$ cat config.mk
export PLATFORM = sky130hd
export DESIGN_NAME = lane_sequencer
export DESIGN_NICKNAME = d
export VERILOG_FILES = /design/src/source/lane_seq_pkg.sv /design/src/source/request_intake.sv /design/src/source/operand_cmd_builder.sv /design/src/source/operand_cmd_slots.sv /design/src/source/issue_control.sv /design/src/source/lane_sequencer.sv
export VERILOG_INCLUDE_DIRS = /design/src /design/src/source
export SDC_FILE = /design/constraint.sdc
export NUM_CORES = 1
export LEC_CHECK = 0
export BUFFER_PORTS_ARGS = -buffer_cell sky130_fd_sc_hd__buf_2
export CAP_MARGIN = 20
export CORE_ASPECT_RATIO = 0.6
export CORE_UTILIZATION = 25
export CTS_BUF_LIST = sky130_fd_sc_hd__clkbuf_4
export DETAILED_ROUTE_END_ITERATION = 10
export PLACE_DENSITY = 0.44
export SETUP_SLACK_MARGIN = 0.15
export SKIP_CTS_REPAIR_TIMING = 1
export SYNTH_ARGS = -nofsm -noshare
export SYNTH_HDL_FRONTEND = slang
export SYNTH_SLANG_ARGS = --single-unit
$ cat constraint.sdc
create_clock -name clk_i -period 7 [get_ports clk_i]
set_input_delay 1.05 -clock clk_i [delete_from_list [all_inputs] [get_ports clk_i]]
set_output_delay 1.05 -clock clk_i [all_outputs]
set_load 0.1 [all_outputs]
$ cat src/source/lane_seq_settings.svh
////////////////////////////////////////////////////////////
// Machine sizes for one lane sequencer. The lane count must
// be a power of two so that the lane index splits the vl
////////////////////////////////////////////////////////////

`ifndef LANE_SEQ_SETTINGS_SVH
`define LANE_SEQ_SETTINGS_SVH

// Lanes in the whole machine and instruction IDs in flight
`define LANE_SEQ_NR_LANES 4
`define LANE_SEQ_NR_VINSN 8

// Vector length, start and register index widths
`define LANE_SEQ_VL_WIDTH 16
`define LANE_SEQ_VREG_WIDTH 5

// Operand command slots, and the register that holds the mask
`define LANE_SEQ_NR_OPQUEUES 6
`define LANE_SEQ_VMASK 0

`endif

$ cat src/source/lane_seq_pkg.sv
////////////////////////////////////////////////////////////
// Types shared by the lane sequencer and its testbench
////////////////////////////////////////////////////////////

`include "lane_seq_settings.svh"

package lane_seq_pkg;

  typedef logic [$clog2(`LANE_SEQ_NR_VINSN)-1:0] vid_t;
  typedef logic [$clog2(`LANE_SEQ_NR_LANES)-1:0] lane_id_t;
  typedef logic [`LANE_SEQ_VL_WIDTH-1:0]         vl_t;
  typedef logic [`LANE_SEQ_VREG_WIDTH-1:0]       vreg_t;

  typedef enum logic [1:0] {EW8, EW16, EW32, EW64} vsew_e;

  typedef enum logic {VFU_ALU, VFU_MFPU} vfu_e;

  // ALU opcodes first, then the multiplier/FPU ones
  typedef enum logic [2:0] {
    VADD, VSUB, VAND, VOR, VXOR, VMUL, VMACC, VFADD
  } vinsn_op_e;

  // Slot index of each operand command queue
  typedef enum logic [2:0] {
    ALU_A, ALU_B, MFPU_A, MFPU_B, MFPU_C, MASK_M
  } opqueue_e;

  typedef struct packed {
    vid_t      id;
    vinsn_op_e op;
    vfu_e      vfu;
    logic      vm;
    vreg_t     vs1;
    vreg_t     vs2;
    vreg_t     vd;
    logic      use_vs1;
    logic      use_vs2;
    logic      use_vd_op;
    vl_t       vl;
    vl_t       vstart;
    vsew_e     vsew;
  } pe_req_t;

  // Same as the request, but vl and vstart are this lane's share
  typedef struct packed {
    vid_t      id;
    vinsn_op_e op;
    vfu_e      vfu;
    logic      vm;
    vreg_t     vs1;
    vreg_t     vs2;
    vreg_t     vd;
    logic      use_vs1;
    logic      use_vs2;
    logic      use_vd_op;
    vsew_e     vsew;
    vl_t       vl;
    vl_t       vstart;
  } vfu_operation_t;

  typedef struct packed {
    vid_t  id;
    vreg_t vs;
    vsew_e eew;
    vl_t   vl;
    vl_t   vstart;
  } operand_request_cmd_t;

  typedef struct packed {
    logic [`LANE_SEQ_NR_VINSN-1:0] vinsn_done;
  } pe_resp_t;

endpackage

$ cat src/source/request_intake.sv
////////////////////////////////////////////////////////////
// The main sequencer keeps valid high until all lanes take the
// instruction, so a repeated ID is masked until valid drops
////////////////////////////////////////////////////////////

`timescale 1ns/1ps

module request_intake import lane_seq_pkg::*; (
  input  logic    clk_i,
  input  logic    rst_ni,
  input  pe_req_t pe_req_i,
  input  logic    pe_req_valid_i,
  output logic    pe_req_ready_o,
  output pe_req_t held_req_o,
  output logic    held_valid_o,
  input  logic    held_pop_i
);

  vid_t    last_id_q;
  logic    sync_q;
  logic    valid_msk;
  logic    accept;
  pe_req_t reg_q;
  logic    full_q;

  ////////////////////////////////////////////////////////////
  // Broadcast deduplication
  ////////////////////////////////////////////////////////////

  // Mask the ID that was already taken while the broadcast lasts
  assign valid_msk = (sync_q && (pe_req_i.id == last_id_q)) ? 1'b0 : pe_req_valid_i;
  assign accept    = valid_msk && pe_req_ready_o;

  always_ff @(posedge clk_i or negedge rst_ni) begin
    if (!rst_ni) begin
      last_id_q <= '0;
      sync_q    <= 1'b0;
    end else if (accept) begin
      last_id_q <= pe_req_i.id;
      sync_q    <= 1'b1;
    end else if (!pe_req_valid_i) begin
      sync_q <= 1'b0;
    end
  end

  ////////////////////////////////////////////////////////////
  // One-entry fall-through register
  ////////////////////////////////////////////////////////////

  // An empty register passes the input straight through
  assign held_valid_o   = full_q || valid_msk;
  assign held_req_o     = full_q ? reg_q : pe_req_i;
  assign pe_req_ready_o = !full_q || held_pop_i;

  // The register only fills when the taken request is not consumed at once
  always_ff @(posedge clk_i or negedge rst_ni) begin
    if (!rst_ni) begin
      full_q <= 1'b0;
    end else if (accept) begin
      full_q <= full_q || !held_pop_i;
    end else if (held_pop_i) begin
      full_q <= 1'b0;
    end
  end

  always_ff @(posedge clk_i) begin
    if (accept) begin
      reg_q <= pe_req_i;
    end
  end

  // A request waiting for the issue logic must not change under it
  held_req_stable_a: assert property (@(posedge clk_i) disable iff (!rst_ni)
    held_valid_o && !held_pop_i |=> $stable(held_req_o));

endmodule

$ cat src/source/operand_cmd_builder.sv
////////////////////////////////////////////////////////////
// Only ALU and MFPU requests are decoded here. The mask slot
// covers the whole vector, not only this lane's share
////////////////////////////////////////////////////////////

`timescale 1ns/1ps
`include "lane_seq_settings.svh"

module operand_cmd_builder import lane_seq_pkg::*; (
  input  pe_req_t                                          held_req_i,
  input  vl_t                                              lane_vl_i,
  input  vl_t                                              lane_vstart_i,
  output operand_request_cmd_t [`LANE_SEQ_NR_OPQUEUES-1:0] cmd_o,
  output logic                 [`LANE_SEQ_NR_OPQUEUES-1:0] want_push_o,
  output logic                 [`LANE_SEQ_NR_OPQUEUES-1:0] uses_slot_o
);

  // Mask bits per register word across all lanes
  localparam int unsigned MASK_DIV = `LANE_SEQ_NR_LANES * 8;

  operand_request_cmd_t base_cmd;
  vl_t                  mask_vl;
  logic [31:0]          mask_cover;

  // Every slot starts from the lane share of the request
  assign base_cmd = '{
    id:     held_req_i.id,
    vs:     '0,
    eew:    held_req_i.vsew,
    vl:     lane_vl_i,
    vstart: lane_vstart_i
  };

  ////////////////////////////////////////////////////////////
  // Mask operand length
  ////////////////////////////////////////////////////////////

  // Round up so that the last partial mask word is still fetched
  always_comb begin
    mask_vl    = vl_t'(held_req_i.vl / MASK_DIV) >> held_req_i.vsew;
    mask_cover = (32'(mask_vl) << held_req_i.vsew) * MASK_DIV;
    if (mask_cover != 32'(held_req_i.vl)) begin
      mask_vl = mask_vl + vl_t'(1);
    end
  end

  ////////////////////////////////////////////////////////////
  // Slot commands
  ////////////////////////////////////////////////////////////

  always_comb begin
    for (int q = 0; q < `LANE_SEQ_NR_OPQUEUES; q++) begin
      cmd_o[q] = base_cmd;
    end
    want_push_o = '0;
    uses_slot_o = '0;

    unique case (held_req_i.vfu)
      VFU_ALU: begin
        cmd_o[ALU_A].vs    = held_req_i.vs1;
        cmd_o[ALU_B].vs    = held_req_i.vs2;
        want_push_o[ALU_A] = held_req_i.use_vs1;
        want_push_o[ALU_B] = held_req_i.use_vs2;
        uses_slot_o[ALU_A] = 1'b1;
        uses_slot_o[ALU_B] = 1'b1;
      end
      VFU_MFPU: begin
        // The accumulator of a multiply-add comes from vd
        cmd_o[MFPU_A].vs    = held_req_i.vs1;
        cmd_o[MFPU_B].vs    = held_req_i.vs2;
        cmd_o[MFPU_C].vs    = held_req_i.vd;
        want_push_o[MFPU_A] = held_req_i.use_vs1;
        want_push_o[MFPU_B] = held_req_i.use_vs2;
        want_push_o[MFPU_C] = held_req_i.use_vd_op;
        uses_slot_o[MFPU_A] = 1'b1;
        uses_slot_o[MFPU_B] = 1'b1;
        uses_slot_o[MFPU_C] = 1'b1;
      end
      default: ;
    endcase

    // Both units read the mask when the instruction is masked
    cmd_o[MASK_M].vs    = vreg_t'(`LANE_SEQ_VMASK);
    cmd_o[MASK_M].vl    = mask_vl;
    want_push_o[MASK_M] = !held_req_i.vm;
    uses_slot_o[MASK_M] = 1'b1;
  end

endmodule

$ cat src/source/operand_cmd_slots.sv
////////////////////////////////////////////////////////////
// A push wins over a ready in the same cycle. Stored commands
// are kept after they are taken and only valid is cleared
////////////////////////////////////////////////////////////

`timescale 1ns/1ps
`include "lane_seq_settings.svh"

module operand_cmd_slots import lane_seq_pkg::*; (
  input  logic                                             clk_i,
  input  logic                                             rst_ni,
  input  operand_request_cmd_t [`LANE_SEQ_NR_OPQUEUES-1:0] cmd_i,
  input  logic                 [`LANE_SEQ_NR_OPQUEUES-1:0] want_push_i,
  input  logic                                             issue_fire_i,
  output operand_request_cmd_t [`LANE_SEQ_NR_OPQUEUES-1:0] operand_request_o,
  output logic                 [`LANE_SEQ_NR_OPQUEUES-1:0] operand_request_valid_o,
  input  logic                 [`LANE_SEQ_NR_OPQUEUES-1:0] operand_request_ready_i,
  output logic                 [`LANE_SEQ_NR_OPQUEUES-1:0] slot_busy_o
);

  logic [`LANE_SEQ_NR_OPQUEUES-1:0] push;

  assign push        = want_push_i & {`LANE_SEQ_NR_OPQUEUES{issue_fire_i}};
  assign slot_busy_o = operand_request_valid_o;

  always_ff @(posedge clk_i or negedge rst_ni) begin
    if (!rst_ni) begin
      operand_request_valid_o <= '0;
    end else begin
      for (int q = 0; q < `LANE_SEQ_NR_OPQUEUES; q++) begin
        if (push[q]) begin
          operand_request_valid_o[q] <= 1'b1;
        end else if (operand_request_ready_i[q]) begin
          operand_request_valid_o[q] <= 1'b0;
        end
      end
    end
  end

  always_ff @(posedge clk_i) begin
    for (int q = 0; q < `LANE_SEQ_NR_OPQUEUES; q++) begin
      if (push[q]) begin
        operand_request_o[q] <= cmd_i[q];
      end
    end
  end

  // The issue logic must never overwrite a command still waiting
  no_push_on_busy_a: assert property (@(posedge clk_i) disable iff (!rst_ni)
    (push & operand_request_valid_o & ~operand_request_ready_i) == '0);

endmodule

$ cat src/source/issue_control.sv
////////////////////////////////////////////////////////////
// The units have no ready. An ID still running when popped is
// dropped, and a zero lane share is reported done at once
////////////////////////////////////////////////////////////

`timescale 1ns/1ps
`include "lane_seq_settings.svh"

module issue_control import lane_seq_pkg::*; (
  input  logic                             clk_i,
  input  logic                             rst_ni,
  input  lane_id_t                         lane_id_i,
  input  pe_req_t                          held_req_i,
  input  logic                             held_valid_i,
  output logic                             held_pop_o,
  input  logic [`LANE_SEQ_NR_OPQUEUES-1:0] uses_slot_i,
  input  logic [`LANE_SEQ_NR_OPQUEUES-1:0] slot_busy_i,
  output logic                             issue_fire_o,
  output vl_t                              lane_vl_o,
  output vl_t                              lane_vstart_o,
  input  logic [`LANE_SEQ_NR_VINSN-1:0]    pe_vinsn_running_i,
  output pe_resp_t                         pe_resp_o,
  output vfu_operation_t                   vfu_operation_o,
  output logic                             vfu_operation_valid_o,
  input  logic [`LANE_SEQ_NR_VINSN-1:0]    alu_vinsn_done_i,
  input  logic [`LANE_SEQ_NR_VINSN-1:0]    mfpu_vinsn_done_i,
  output logic                             alu_vinsn_done_o,
  output logic                             mfpu_vinsn_done_o
);

  localparam vl_t NR_LANES_VL = vl_t'(`LANE_SEQ_NR_LANES);

  logic [`LANE_SEQ_NR_VINSN-1:0] running_q, running_d;
  logic [`LANE_SEQ_NR_VINSN-1:0] done_q, done_d;
  logic                          extra_elem;
  logic                          op_valid_d;

  ////////////////////////////////////////////////////////////
  // Lane share of the vector
  ////////////////////////////////////////////////////////////

  // Low lanes take one more element when vl does not split evenly
  assign extra_elem    = lane_id_i < lane_id_t'(held_req_i.vl % NR_LANES_VL);
  assign lane_vl_o     = held_req_i.vl / NR_LANES_VL + vl_t'(extra_elem);
  assign lane_vstart_o = held_req_i.vstart / NR_LANES_VL;

  ////////////////////////////////////////////////////////////
  // Issue decision and ID tracking
  ////////////////////////////////////////////////////////////

  assign held_pop_o   = held_valid_i && ((uses_slot_i & slot_busy_i) == '0);
  assign issue_fire_o = held_pop_o && !(running_q[held_req_i.id] &&
                                        pe_vinsn_running_i[held_req_i.id]);

  always_comb begin
    running_d  = running_q & pe_vinsn_running_i;
    done_d     = alu_vinsn_done_i | mfpu_vinsn_done_i;
    op_valid_d = 1'b0;
    if (issue_fire_o) begin
      if (lane_vl_o == '0) begin
        // Nothing for this lane, so the instruction is muted
        done_d[held_req_i.id] = 1'b1;
      end else begin
        running_d[held_req_i.id] = 1'b1;
        op_valid_d               = 1'b1;
      end
    end
  end

  always_ff @(posedge clk_i or negedge rst_ni) begin
    if (!rst_ni) begin
      running_q             <= '0;
      done_q                <= '0;
      vfu_operation_valid_o <= 1'b0;
      alu_vinsn_done_o      <= 1'b0;
      mfpu_vinsn_done_o     <= 1'b0;
    end else begin
      running_q             <= running_d;
      done_q                <= done_d;
      vfu_operation_valid_o <= op_valid_d;
      alu_vinsn_done_o      <= |alu_vinsn_done_i;
      mfpu_vinsn_done_o     <= |mfpu_vinsn_done_i;
    end
  end

  assign pe_resp_o.vinsn_done = done_q;

  // Fields copied from the request, with the lane share in place of vl
  always_ff @(posedge clk_i) begin
    if (issue_fire_o) begin
      vfu_operation_o <= '{
        id:        held_req_i.id,
        op:        held_req_i.op,
        vfu:       held_req_i.vfu,
        vm:        held_req_i.vm,
        vs1:       held_req_i.vs1,
        vs2:       held_req_i.vs2,
        vd:        held_req_i.vd,
        use_vs1:   held_req_i.use_vs1,
        use_vs2:   held_req_i.use_vs2,
        use_vd_op: held_req_i.use_vd_op,
        vsew:      held_req_i.vsew,
        vl:        lane_vl_o,
        vstart:    lane_vstart_o
      };
    end
  end

  // A muted instruction must never reach a unit
  no_zero_vl_op_a: assert property (@(posedge clk_i) disable iff (!rst_ni)
    vfu_operation_valid_o |-> (vfu_operation_o.vl != '0));

endmodule

$ cat src/source/lane_sequencer.sv
////////////////////////////////////////////////////////////
// Lane sequencer for ALU and MFPU instructions only
////////////////////////////////////////////////////////////

`timescale 1ns/1ps
`include "lane_seq_settings.svh"

module lane_sequencer import lane_seq_pkg::*; (
  input  logic                                             clk_i,
  input  logic                                             rst_ni,
  input  lane_id_t                                         lane_id_i,
  // Main sequencer
  input  pe_req_t                                          pe_req_i,
  input  logic                                             pe_req_valid_i,
  output logic                                             pe_req_ready_o,
  input  logic                 [`LANE_SEQ_NR_VINSN-1:0]    pe_vinsn_running_i,
  output pe_resp_t                                         pe_resp_o,
  // Operand requester
  output operand_request_cmd_t [`LANE_SEQ_NR_OPQUEUES-1:0] operand_request_o,
  output logic                 [`LANE_SEQ_NR_OPQUEUES-1:0] operand_request_valid_o,
  input  logic                 [`LANE_SEQ_NR_OPQUEUES-1:0] operand_request_ready_i,
  // Lane units
  output vfu_operation_t                                   vfu_operation_o,
  output logic                                             vfu_operation_valid_o,
  input  logic                 [`LANE_SEQ_NR_VINSN-1:0]    alu_vinsn_done_i,
  input  logic                 [`LANE_SEQ_NR_VINSN-1:0]    mfpu_vinsn_done_i,
  output logic                                             alu_vinsn_done_o,
  output logic                                             mfpu_vinsn_done_o
);

  pe_req_t                                          held_req;
  logic                                             held_valid;
  logic                                             held_pop;
  logic                                             issue_fire;
  vl_t                                              lane_vl;
  vl_t                                              lane_vstart;
  operand_request_cmd_t [`LANE_SEQ_NR_OPQUEUES-1:0] cmd;
  logic                 [`LANE_SEQ_NR_OPQUEUES-1:0] want_push;
  logic                 [`LANE_SEQ_NR_OPQUEUES-1:0] uses_slot;
  logic                 [`LANE_SEQ_NR_OPQUEUES-1:0] slot_busy;

  request_intake u_request_intake (
    .clk_i          (clk_i),
    .rst_ni         (rst_ni),
    .pe_req_i       (pe_req_i),
    .pe_req_valid_i (pe_req_valid_i),
    .pe_req_ready_o (pe_req_ready_o),
    .held_req_o     (held_req),
    .held_valid_o   (held_valid),
    .held_pop_i     (held_pop)
  );

  operand_cmd_builder u_operand_cmd_builder (
    .held_req_i    (held_req),
    .lane_vl_i     (lane_vl),
    .lane_vstart_i (lane_vstart),
    .cmd_o         (cmd),
    .want_push_o   (want_push),
    .uses_slot_o   (uses_slot)
  );

  operand_cmd_slots u_operand_cmd_slots (
    .clk_i                   (clk_i),
    .rst_ni                  (rst_ni),
    .cmd_i                   (cmd),
    .want_push_i             (want_push),
    .issue_fire_i            (issue_fire),
    .operand_request_o       (operand_request_o),
    .operand_request_valid_o (operand_request_valid_o),
    .operand_request_ready_i (operand_request_ready_i),
    .slot_busy_o             (slot_busy)
  );

  issue_control u_issue_control (
    .clk_i                 (clk_i),
    .rst_ni                (rst_ni),
    .lane_id_i             (lane_id_i),
    .held_req_i            (held_req),
    .held_valid_i          (held_valid),
    .held_pop_o            (held_pop),
    .uses_slot_i           (uses_slot),
    .slot_busy_i           (slot_busy),
    .issue_fire_o          (issue_fire),
    .lane_vl_o             (lane_vl),
    .lane_vstart_o         (lane_vstart),
    .pe_vinsn_running_i    (pe_vinsn_running_i),
    .pe_resp_o             (pe_resp_o),
    .vfu_operation_o       (vfu_operation_o),
    .vfu_operation_valid_o (vfu_operation_valid_o),
    .alu_vinsn_done_i      (alu_vinsn_done_i),
    .mfpu_vinsn_done_i     (mfpu_vinsn_done_i),
    .alu_vinsn_done_o      (alu_vinsn_done_o),
    .mfpu_vinsn_done_o     (mfpu_vinsn_done_o)
  );

endmodule

# Yosys cells after proc, flatten, opt, wreduce, memory -nomap -nowiden
# Index checks and enable logic that the tools add are counted.
# op_classes
n_addsub	2
order_cmp	3
eq_ne	3
shift	2
mux	35
n_bitwise	6
reduce_logical	24
# ops
operator	count
60-bit two-way mux	1
8-bit two-way mux	4
32-bit by 16-bit != test with 1-bit output	1
16-bit by 2-bit left shift with 27-bit output	1
8-bit OR	3
1-bit two-way mux	22
16-bit by 1-bit adder with 16-bit output, second input constant	1
16-bit logical NOT	1
16-bit two-way mux	1
8-bit OR reduction	2
11-bit by 2-bit right shift with 16-bit output	1
14-bit by 1-bit adder with 15-bit output	1
2-bit nonzero test	7
6-bit bitwise AND	2
8-bit bitwise AND	1
1-bit binary-select mux with 3-bit select	2
1-bit logical AND	6
6-bit logical NOT	1
3-bit two-way mux	2
1-bit logical NOT	4
3-bit by 4-bit < comparator with 1-bit output, second input constant	1
2-bit two-way mux	2
1-bit demux with 3-bit select	1
3-bit == test	1
other kinds (4)	6
# word_totals
reg_bits	383
in_bits	95
out_inout_bits	330
word_cells	144

# Depth between registers and ports, before layout
# Gate-level depths: netlist (run 1).
# depth
depth_word	8
ltp_mapped	21
ltp_nobuf	13

# By module
# Synthesis (run 1) repeated with hierarchy kept, for this count alone.
# unflattened
hier_cells	988
area_unflattened_um2	16383.2
# modules_own_cells
mod	instances	cells_each	area_each_um2	seq_area_each_um2
operand_cmd_slots	1	282	7882.6	7717.4
issue_control	1	245	3347.0	2187.1
request_intake	1	148	2760.1	1926.8
operand_cmd_builder	1	313	2393.5	0.0

# Worst setup path before layout (run 1)
# Ideal clock, no wire load.
# synth_timing
kind	input port to flip-flop
startpoint	in pe_req_i[59] (netlist name)
endpoint	reg u_operand_cmd_slots.operand_request_o[0] (netlist name)
setup_time_ns	0.484
arrival_time_ns	5.479
required_time_ns	6.516
slack_ns	1.037
path_stages	9
path_buffers	2
path_cell_list	inv_2 > o21a_2 > inv_2 > buf_6 > mux4_2 > mux2_2 > a311o_1 > buf_2 > nor3_1
# synth_lines
item	line_no	source
start: declaration	lane_sequencer.sv:13	input pe_req_t pe_req_i,

==> results of run 1 <==
==> state kept, by name (all words and copies together), names as in the netlist <==
name	flops
u_issue_control.alu_vinsn_done_o	1
u_issue_control.mfpu_vinsn_done_o	1
u_issue_control.pe_resp_o	8
u_issue_control.running_q	8
u_issue_control.vfu_operation_o	57
u_issue_control.vfu_operation_valid_o	1
u_operand_cmd_slots.operand_request_o	226
u_operand_cmd_slots.operand_request_valid_o	6
u_request_intake.full_q	1
u_request_intake.last_id_q	3
u_request_intake.reg_q	58
u_request_intake.sync_q	1
==> per-stage QoR <==
step	cell area, um^2	utilization	setup slack [ps]	hold WS, ps
after CTS	18100	0.330	1710	188
after global placement	16800	0.308	1840	456
after detailed placement	16800	0.308	1780	458
after floorplan	14100	-	1040	436
final	18100	0.331	1740	301
after global routing	18100	0.330	1360	256
==> routing by layer <==
layer,track usage,routed length [um],vias up
li1,-,-,4048
met1,0.195,19500,4472
met2,0.216,18900,333
met3,0.0562,3310,64
met4,0.0513,809,4
met5,0,22,-
==> worst max-delay path: stages, from the launching register on <==
cell and delay, ps:
dfrtp_4 900, buf_4 730, mux2i_1 270, ha_1 250
o21a_1 100, nor2_1 210, ha_1 250, ha_1 300
inv_1 100, nor2_1 320, nand3b_1 120, a32oi_1 620
nor4b_2 130, and4b_1 380, o41ai_1 380
==> kinds of logic after synthesis <==
kind of cell | synth area share
other | 0.000268
AOI/OAI and AO/OA | 0.0422
muxes | 0.0609
xor gates and xnor gates | 0.0132
and+or+nand+nor | 0.0580
DFF | 0.786
buffers and inverters | 0.0343
adders and majority gates | 0.00519
==> synth_stat cells, types with 4 or more instances <==
cell      number  share of area
inv_2          4         0.0011
clkbuf_1       6         0.0016
o21ai_0       12         0.0043
nand4b_1       4         0.0025
nand2_1       44          0.012
xor2_1         8         0.0050
mux2_2        31          0.025
edfxtp_1     341           0.73
dfrtp_1       30          0.054
buf_2          8         0.0029
inv_1         32         0.0086
a21oi_1        6         0.0021
nor2_1        50          0.013
o41ai_1       16          0.010
nand4_1        7         0.0031
nor4_1         9         0.0040
mux2i_1       34          0.024
o32ai_1        5         0.0031
mux4_2         4         0.0064
a22oi_1        6         0.0032
and2_1         5         0.0022
xnor2_1       13         0.0081
nor3_1        15         0.0054
buf_4         32          0.017
a32oi_1        7         0.0044
nand3_1       13         0.0047
o22ai_1        5         0.0022
ha_1           5         0.0045
==> final timing paths <==
kind / end / depth (start not counted) / slack (ps)
worst min-delay path: u_operand_cmd_slots.operand_request_valid_o[4] / 1 / 300
min in group clk_i: u_operand_cmd_slots.operand_request_valid_o[4] / 2 / 420
worst max register to register: u_issue_control.running_q[7] / 14 / 1740
max in group asynchronous: u_request_intake.full_q / 1 / 6140
worst min register to register: u_issue_control.running_q[5] / 2 / 470
worst max-delay path: u_issue_control.running_q[7] / 14 / 1740
==> area by class of cell <==
type	count	area share
antenna	3	0.000415
timing repair buffer	410	0.116
multi-input combinational	370	0.147
sequential	371	0.608
tap	748	0.0518
inverter	36	0.00755
clock buffer	140	0.0582
clock inverter	27	0.0110
==> cell usage in the layout, fill, tap and decap left out, drive strengths merged, types with 6 or more instances in the layout <==
| cell type | n |
|---|---|
| mux2 | 31 |
| o21ai | 12 |
| conb | 29 |
| xnor2 | 13 |
| clkbuf | 140 |
| nand4 | 7 |
| xor2 | 8 |
| mux2i | 38 |
| nand3 | 13 |
| a22oi | 6 |
| buf | 410 |
| nor3 | 15 |
| o41ai | 16 |
| a32oi | 7 |
| nor2 | 50 |
| a21oi | 6 |
| edfxtp | 341 |
| inv | 36 |
| dfrtp | 30 |
| nand2 | 44 |
| clkinv | 23 |
| nor4 | 10 |
==> reports/summary.txt, run 1 <==
Worst-path clk slew -> 70 ps
Avg Cell Area, Syn -> 17.5 um^2
Worst Setup End Kind -> flip-flop
total CTS buffers -> 94
FILL cells -> 5528
DP HPWL -> 28900 um
Hold Vio Cnt, Final -> 0
largest net degree at the start of global routing -> 55
Avg Vias per Cell -> 4.24
Clock Latency Late Sink -> 820 ps
final WL -> 42600 um
die span in x -> 307 um
Die ar. -> 56900 um^2
CP Class -> reg -> reg
Slew Viols, Final -> 0
first-pass GRT wire length -> 59900 um
FF+latch count, synth -> 371
total gr overflow -> 0
actual slew at the worst max-slew pin -> 999 ps
Post-Layout Cell Count -> 2105
Inst Count DP -> 1935
fmax -> 190 MHz
Final setup viols -> 0
CP arrival -> 5940 ps
Sink Count -> 371
cell area after synthesis -> 14000 um^2
prevailing post-synth register cell -> edfxtp_1
vias in the first global route -> 8990
Port Buf Inserts -> 393
outcome -> complete, no violations
share of cells above drive strength 1 -> 0.459
multi-input combinational cell area -> 2650 um^2
Clock H-tree levels -> 3
RSZ-0062 raised after global routing -> no
I/O pin count -> 425
DRT iter0 DRCs -> 456
CTS root buffer -> clkbuf_4
Critical Path Start -> u_request_intake.full_q
CTS Buffer Depth -> 3
Post-synth EDFFs -> 341
core area -> 54700 um^2
vias -> 8921
Netlist cell types -> 60
Setup Skew -> 58.3 ps
Min Clock Period, post-route -> 5260 ps
R2R Path Start -> u_request_intake.full_q
setup_tns -> 0 ps
Syn Inst Count -> 800
initial antenna violation count -> 6
Final period util -> 0.751
max-cap violations -> 0
All-Layer GR Usage -> 0.146
register area -> 11000 um^2
CTS tree -> done
asr flop ratio synth -> 0.0809
crit path launch type -> flip-flop
Area growth syn-to-layout -> 29.2%
Die H -> 185 um
Ys Warns -> 0
gpl congestion -> 0.773
worst min-delay path category -> in -> async
Routed Antenna Nets -> 0
TritonRoute pass-1 iters -> 5
DRC Markers -> 0
std cell rows -> 66
sequential cell area fraction in the yosys report -> 0.786
Starting Density -> 0.256
worst-path maximum fanout -> 54
Wirelength per Cell -> 20.2 um
CP Data Required Time -> 7680 ps
Slew HR -> 0.332
fin nets -> 1383
Power of run 1 is not shown: default switching activity piles up to over one toggle a cycle in this logic, so the estimate is an artifact.
==> inputs of run 2 (changes only) <==
Clock period 7 ns to 5.3 ns, I/O delays scaled along.
==> run 2 against run 1 <==
  * Via count is 0.69% higher
  * Hold slack got worse by 130 ps
  * Critical path depth down 2
  * Global-route usage down 0.086 points
  * Worst setup slack got worse by 950 ps
  * Final cell count is 0.52% higher
  * Die area unchanged
  * First-iteration DRC count shrank 1.5%
  * Routed wire length is 0.26% lower
  * Sequential cell count did not move
  * Sequential share of layout area decreased by 0.16 points
==> reports/summary.txt, run 2 (synthesis gave the netlist of run 1 again) <==
outcome -> complete, no violations
share of cells above drive strength 1 -> 0.454
CP arrival -> 5180 ps
Worst-path clk slew -> 80 ps
worst-path maximum fanout -> 52
Port Buf Inserts -> 393
CTS root buffer -> clkbuf_4
Slew Viols, Final -> 0
Clock Latency Late Sink -> 810 ps
min-delay src -> operand_request_ready_i[0]
die span in x -> 307 um
crit path launch type -> flip-flop
Hold Vio Cnt, Final -> 0
FILL cells -> 5568
Area growth syn-to-layout -> 29.6%
I/O pin count -> 425
core area -> 54700 um^2
total gr overflow -> 0
first-pass GRT wire length -> 59800 um
Die H -> 185 um
R2R Path Start -> u_request_intake.full_q
DRC Markers -> 0
vias in the first global route -> 8908
most frequent cells in the layout -> buf_2 (393), edfxtp_1 (341), clkbuf_4 (132)
RR Endpoint -> u_issue_control.pe_resp_o[6]
max reg flops -> 226
Setup Skew -> 45.0 ps
CP Data Required Time -> 5970 ps
final core area utilization -> 0.331
final WL -> 42500 um
Sink Count -> 371
max-cap violations -> 0
Largest regs -> u_operand_cmd_slots.operand_request_o (226), u_request_intake.reg_q (58), u_issue_control.vfu_operation_o (57)
largest net degree at the start of global routing -> 53
DRT iter0 DRCs -> 449
Die ar. -> 56900 um^2
Clock H-tree levels -> 3
worst min-delay path category -> in -> reg
initial antenna violation count -> 9
Inst Count DP -> 1943
total CTS buffers -> 91
hold worst-path end -> u_operand_cmd_slots.operand_request_valid_o[0]
Worst Setup End Kind -> flip-flop
gpl congestion -> 0.769
CTS tree -> done
most common cell after layout, fill and taps aside -> buf_2
CTS Buffer Depth -> 3
FF-to-FF setup slack -> 790 ps
Routed Antenna Nets -> 0
fmax -> 222 MHz
CP Class -> reg -> reg
actual slew at the worst max-slew pin -> 872 ps
fin nets -> 1390
DP HPWL -> 28600 um
RSZ-0062 raised after global routing -> no
Wirelength per Cell -> 20.1 um
TritonRoute pass-1 iters -> 5
All-Layer GR Usage -> 0.145
std cell rows -> 66
WHS Path Cells -> 2
Post-Layout Cell Count -> 2116
Largest Register -> u_operand_cmd_slots.operand_request_o
Min Clock Period, post-route -> 4510 ps
Avg Vias per Cell -> 4.25
Starting Density -> 0.256
Final period util -> 0.850
Slew HR -> 0.402
R2R cell count -> 12
Final setup viols -> 0
vias -> 8983
-- run 2: worst max-delay path by stage --
stage	end	cells past startpoint	startpoint	slack, ps
2_1_floorplan	u_operand_cmd_slots.operand_request_o[0]	9	pe_req_i[59]	-410
3_3_place_gp	u_issue_control.pe_resp_o[3]	12	u_request_intake.full_q	880
3_5_place_dp	u_issue_control.pe_resp_o[0]	12	u_request_intake.full_q	820
4_1_cts	pe_req_ready_o	7	u_request_intake.full_q	740
5_1_grt	u_issue_control.pe_resp_o[6]	12	u_request_intake.full_q	400
6_report	u_issue_control.pe_resp_o[6]	12	u_request_intake.full_q	790
-- run 2: layer usage --
metal	share of wire	up-vias	GRT usage
met5	0.0011	-	0
met4	0.019	6	0.0507
met3	0.081	67	0.0542
met2	0.44	329	0.211
met1	0.46	4496	0.198
li1	-	4085	-
-- run 2: final cells by class --
cell class	instances	area, um^2	area share
Sequential cell	371	11000	0.607
Clock inverter	35	169	0.00932
Timing Repair Buffer	420	2230	0.123
Tap cell	748	936	0.0517
Multi-Input combinational cell	370	2650	0.146
Antenna cell	4	10.0	0.000552
Clock buffer	132	991	0.0547
Inverter	36	136	0.00753
-- run 2: per-stage QoR --
step,setup TNS (ps),instance area (um^2),setup WS [ps],hold slack (ps)
after floorplan,-79600,14100,-408,436
after global placement,0,16900,877,457
after detailed placement,0,16900,817,462
after CTS,0,18100,737,-83.6
after global routing,0,18100,397,62.0
final,0,18100,793,175
-- run 2: critical path, stage by stage (launching register included) --
cell and delay [ps]:
dfrtp_4 920, mux2i_1 270, ha_1 250, o21a_1 100
nor2_1 190, ha_1 230, ha_1 310, inv_1 110
nor2_1 330, a32oi_1 380, nor4b_2 390, nand4b_1 400
o41ai_1 480
Power of run 2 is left out for the same reason.
==> inputs of run 3 (changes only) <==
Settings changed: CORE_MARGIN from default to 2, PLACE_DENSITY 0.44 to default.
==> run 3 against run 2 <==
  * Sequential share of layout area rose by 0.093 points
  * Clock skew rose by 24 ps
  * Fmax rose by 1.9%
  * Hold slack got worse by 35 ps
  * Critical path type unchanged
  * Critical endpoint is now u_issue_control.vfu_operation_o[45]
  * Highest routed layer unchanged
==> reports/summary.txt, run 3 (synthesis gave the netlist of run 1 again) <==
min setup slack post-route -> 875 ps
DRT iter0 DRCs -> 634
largest net degree at the start of global routing -> 55
std cell rows -> 67
I/O pin count -> 425
FILL cells -> 5520
Wirelength per Cell -> 19.3 um
fin nets -> 1385
Final setup viols -> 0
final WL -> 41100 um
fmax -> 226 MHz
Worst-path clk slew -> 80 ps
Avg Vias per Cell -> 4.26
core area -> 55600 um^2
Sink Count -> 371
max reg flops -> 226
Place WS -> 711 ps
Worst Setup End Kind -> flip-flop
vias in the first global route -> 8940
Area growth syn-to-layout -> 29.4%
CP Data Required Time -> 5800 ps
Slew HR -> 0.374
Setup Skew -> 68.7 ps
RSZ-0062 raised after global routing -> no
actual slew at the worst max-slew pin -> 938 ps
register area -> 11000 um^2
die span in x -> 309 um
Port Buf Inserts -> 393
vias -> 9058
multi-input combinational cell area -> 2650 um^2
Die H -> 187 um
gpl congestion -> 0.810
CP Class -> reg -> reg
CTS root buffer -> clkbuf_4
Slew Viols, Final -> 0
share of cells above drive strength 1 -> 0.455
Starting Density -> 0.252
setup_tns -> 0 ps
initial antenna violation count -> 12
total gr overflow -> 0
TritonRoute pass-1 iters -> 5
Largest regs -> u_operand_cmd_slots.operand_request_o (226), u_request_intake.reg_q (58), u_issue_control.vfu_operation_o (57)
Clock H-tree levels -> 3
Clock Latency Late Sink -> 830 ps
Die ar. -> 57900 um^2
DRC Markers -> 0
CTS tree -> done
max-cap violations -> 0
Inst Count DP -> 1949
first-pass GRT wire length -> 58500 um
Largest Register -> u_operand_cmd_slots.operand_request_o
most common cell after layout, fill and taps aside -> buf_2
worst min-delay path category -> in -> reg
CP arrival -> 4920 ps
Final period util -> 0.835
most frequent cells in the layout -> buf_2 (393), edfxtp_1 (341), clkbuf_4 (138)
Min Clock Period, post-route -> 4420 ps
total CTS buffers -> 92
DP HPWL -> 27600 um
All-Layer GR Usage -> 0.139
worst-path maximum fanout -> 42
outcome -> complete, no violations
crit path launch type -> flip-flop
Routed Antenna Nets -> 0
Hold Vio Cnt, Final -> 0
CTS Buffer Depth -> 3
Post-Layout Cell Count -> 2124
[run 3: cell types whose count changed in the layout (fill, tap and decap cells not counted)]
cell / previous run / this run
buf_12: 4 / 3
buf_4: 21 / 17
buf_8: 1 / 0
clkbuf_4: 132 / 138
clkinv_1: 25 / 18
clkinv_2: 7 / 8
clkinvlp_4: 1 / 0
diode_2: 4 / 10
inv_2: 7 / 5
[run 3: cell type report]
type / instances / area share
Sequential cell: 371 / 0.608
Multi-Input combinational cell: 370 / 0.147
Timing Repair Buffer: 414 / 0.120
Clock buffer: 138 / 0.0573
Tap cell: 759 / 0.0525
Inverter: 36 / 0.00754
Clock inverter: 26 / 0.00733
Antenna cell: 10 / 0.00138
[run 3: worst paths after layout]
check	slack, ps	depth (start not counted)	start	end
worst max-delay path	880	7	u_request_intake.full_q	u_issue_control.vfu_operation_o[45]
worst min-delay path	140	2	operand_request_ready_i[5]	u_operand_cmd_slots.operand_request_valid_o[5]
worst max register to register	880	7	u_request_intake.full_q	u_issue_control.vfu_operation_o[45]
worst min register to register	470	2	u_issue_control.running_q[4]	u_issue_control.running_q[4]
max in group asynchronous	4190	2	rst_ni	u_request_intake.full_q
min in group asynchronous	560	2	rst_ni	u_issue_control.running_q[3]
[run 3: stage by stage]
stage / utilization / instance area [um^2] / hold slack, ps
floorplan: - / 14100 / 436
global placement: 0.304 / 16900 / 452
detailed placement: 0.304 / 16900 / 460
CTS: 0.325 / 18100 / -127
global route: 0.325 / 18100 / -9.01
finish: 0.325 / 18100 / 140
[run 3: critical path, cell delays in order (launching register included)]
cell and delay [ps]:
dfrtp_4 560, buf_4 490, mux2i_4 400, nor4_1 80, o21ai_0 540, a311o_1 840, clkinv_2 690, buf_12 420
[run 3: layer usage]
layer | vias to the layer above | global-route usage | wire length [um]
met4 | 10 | 0.0426 | 809
li1 | 4082 | - | -
met2 | 361 | 0.205 | 18200
met5 | - | 0 | 56
met1 | 4529 | 0.184 | 18200
met3 | 76 | 0.0616 | 3770
Power of run 3 is left out for the same reason.
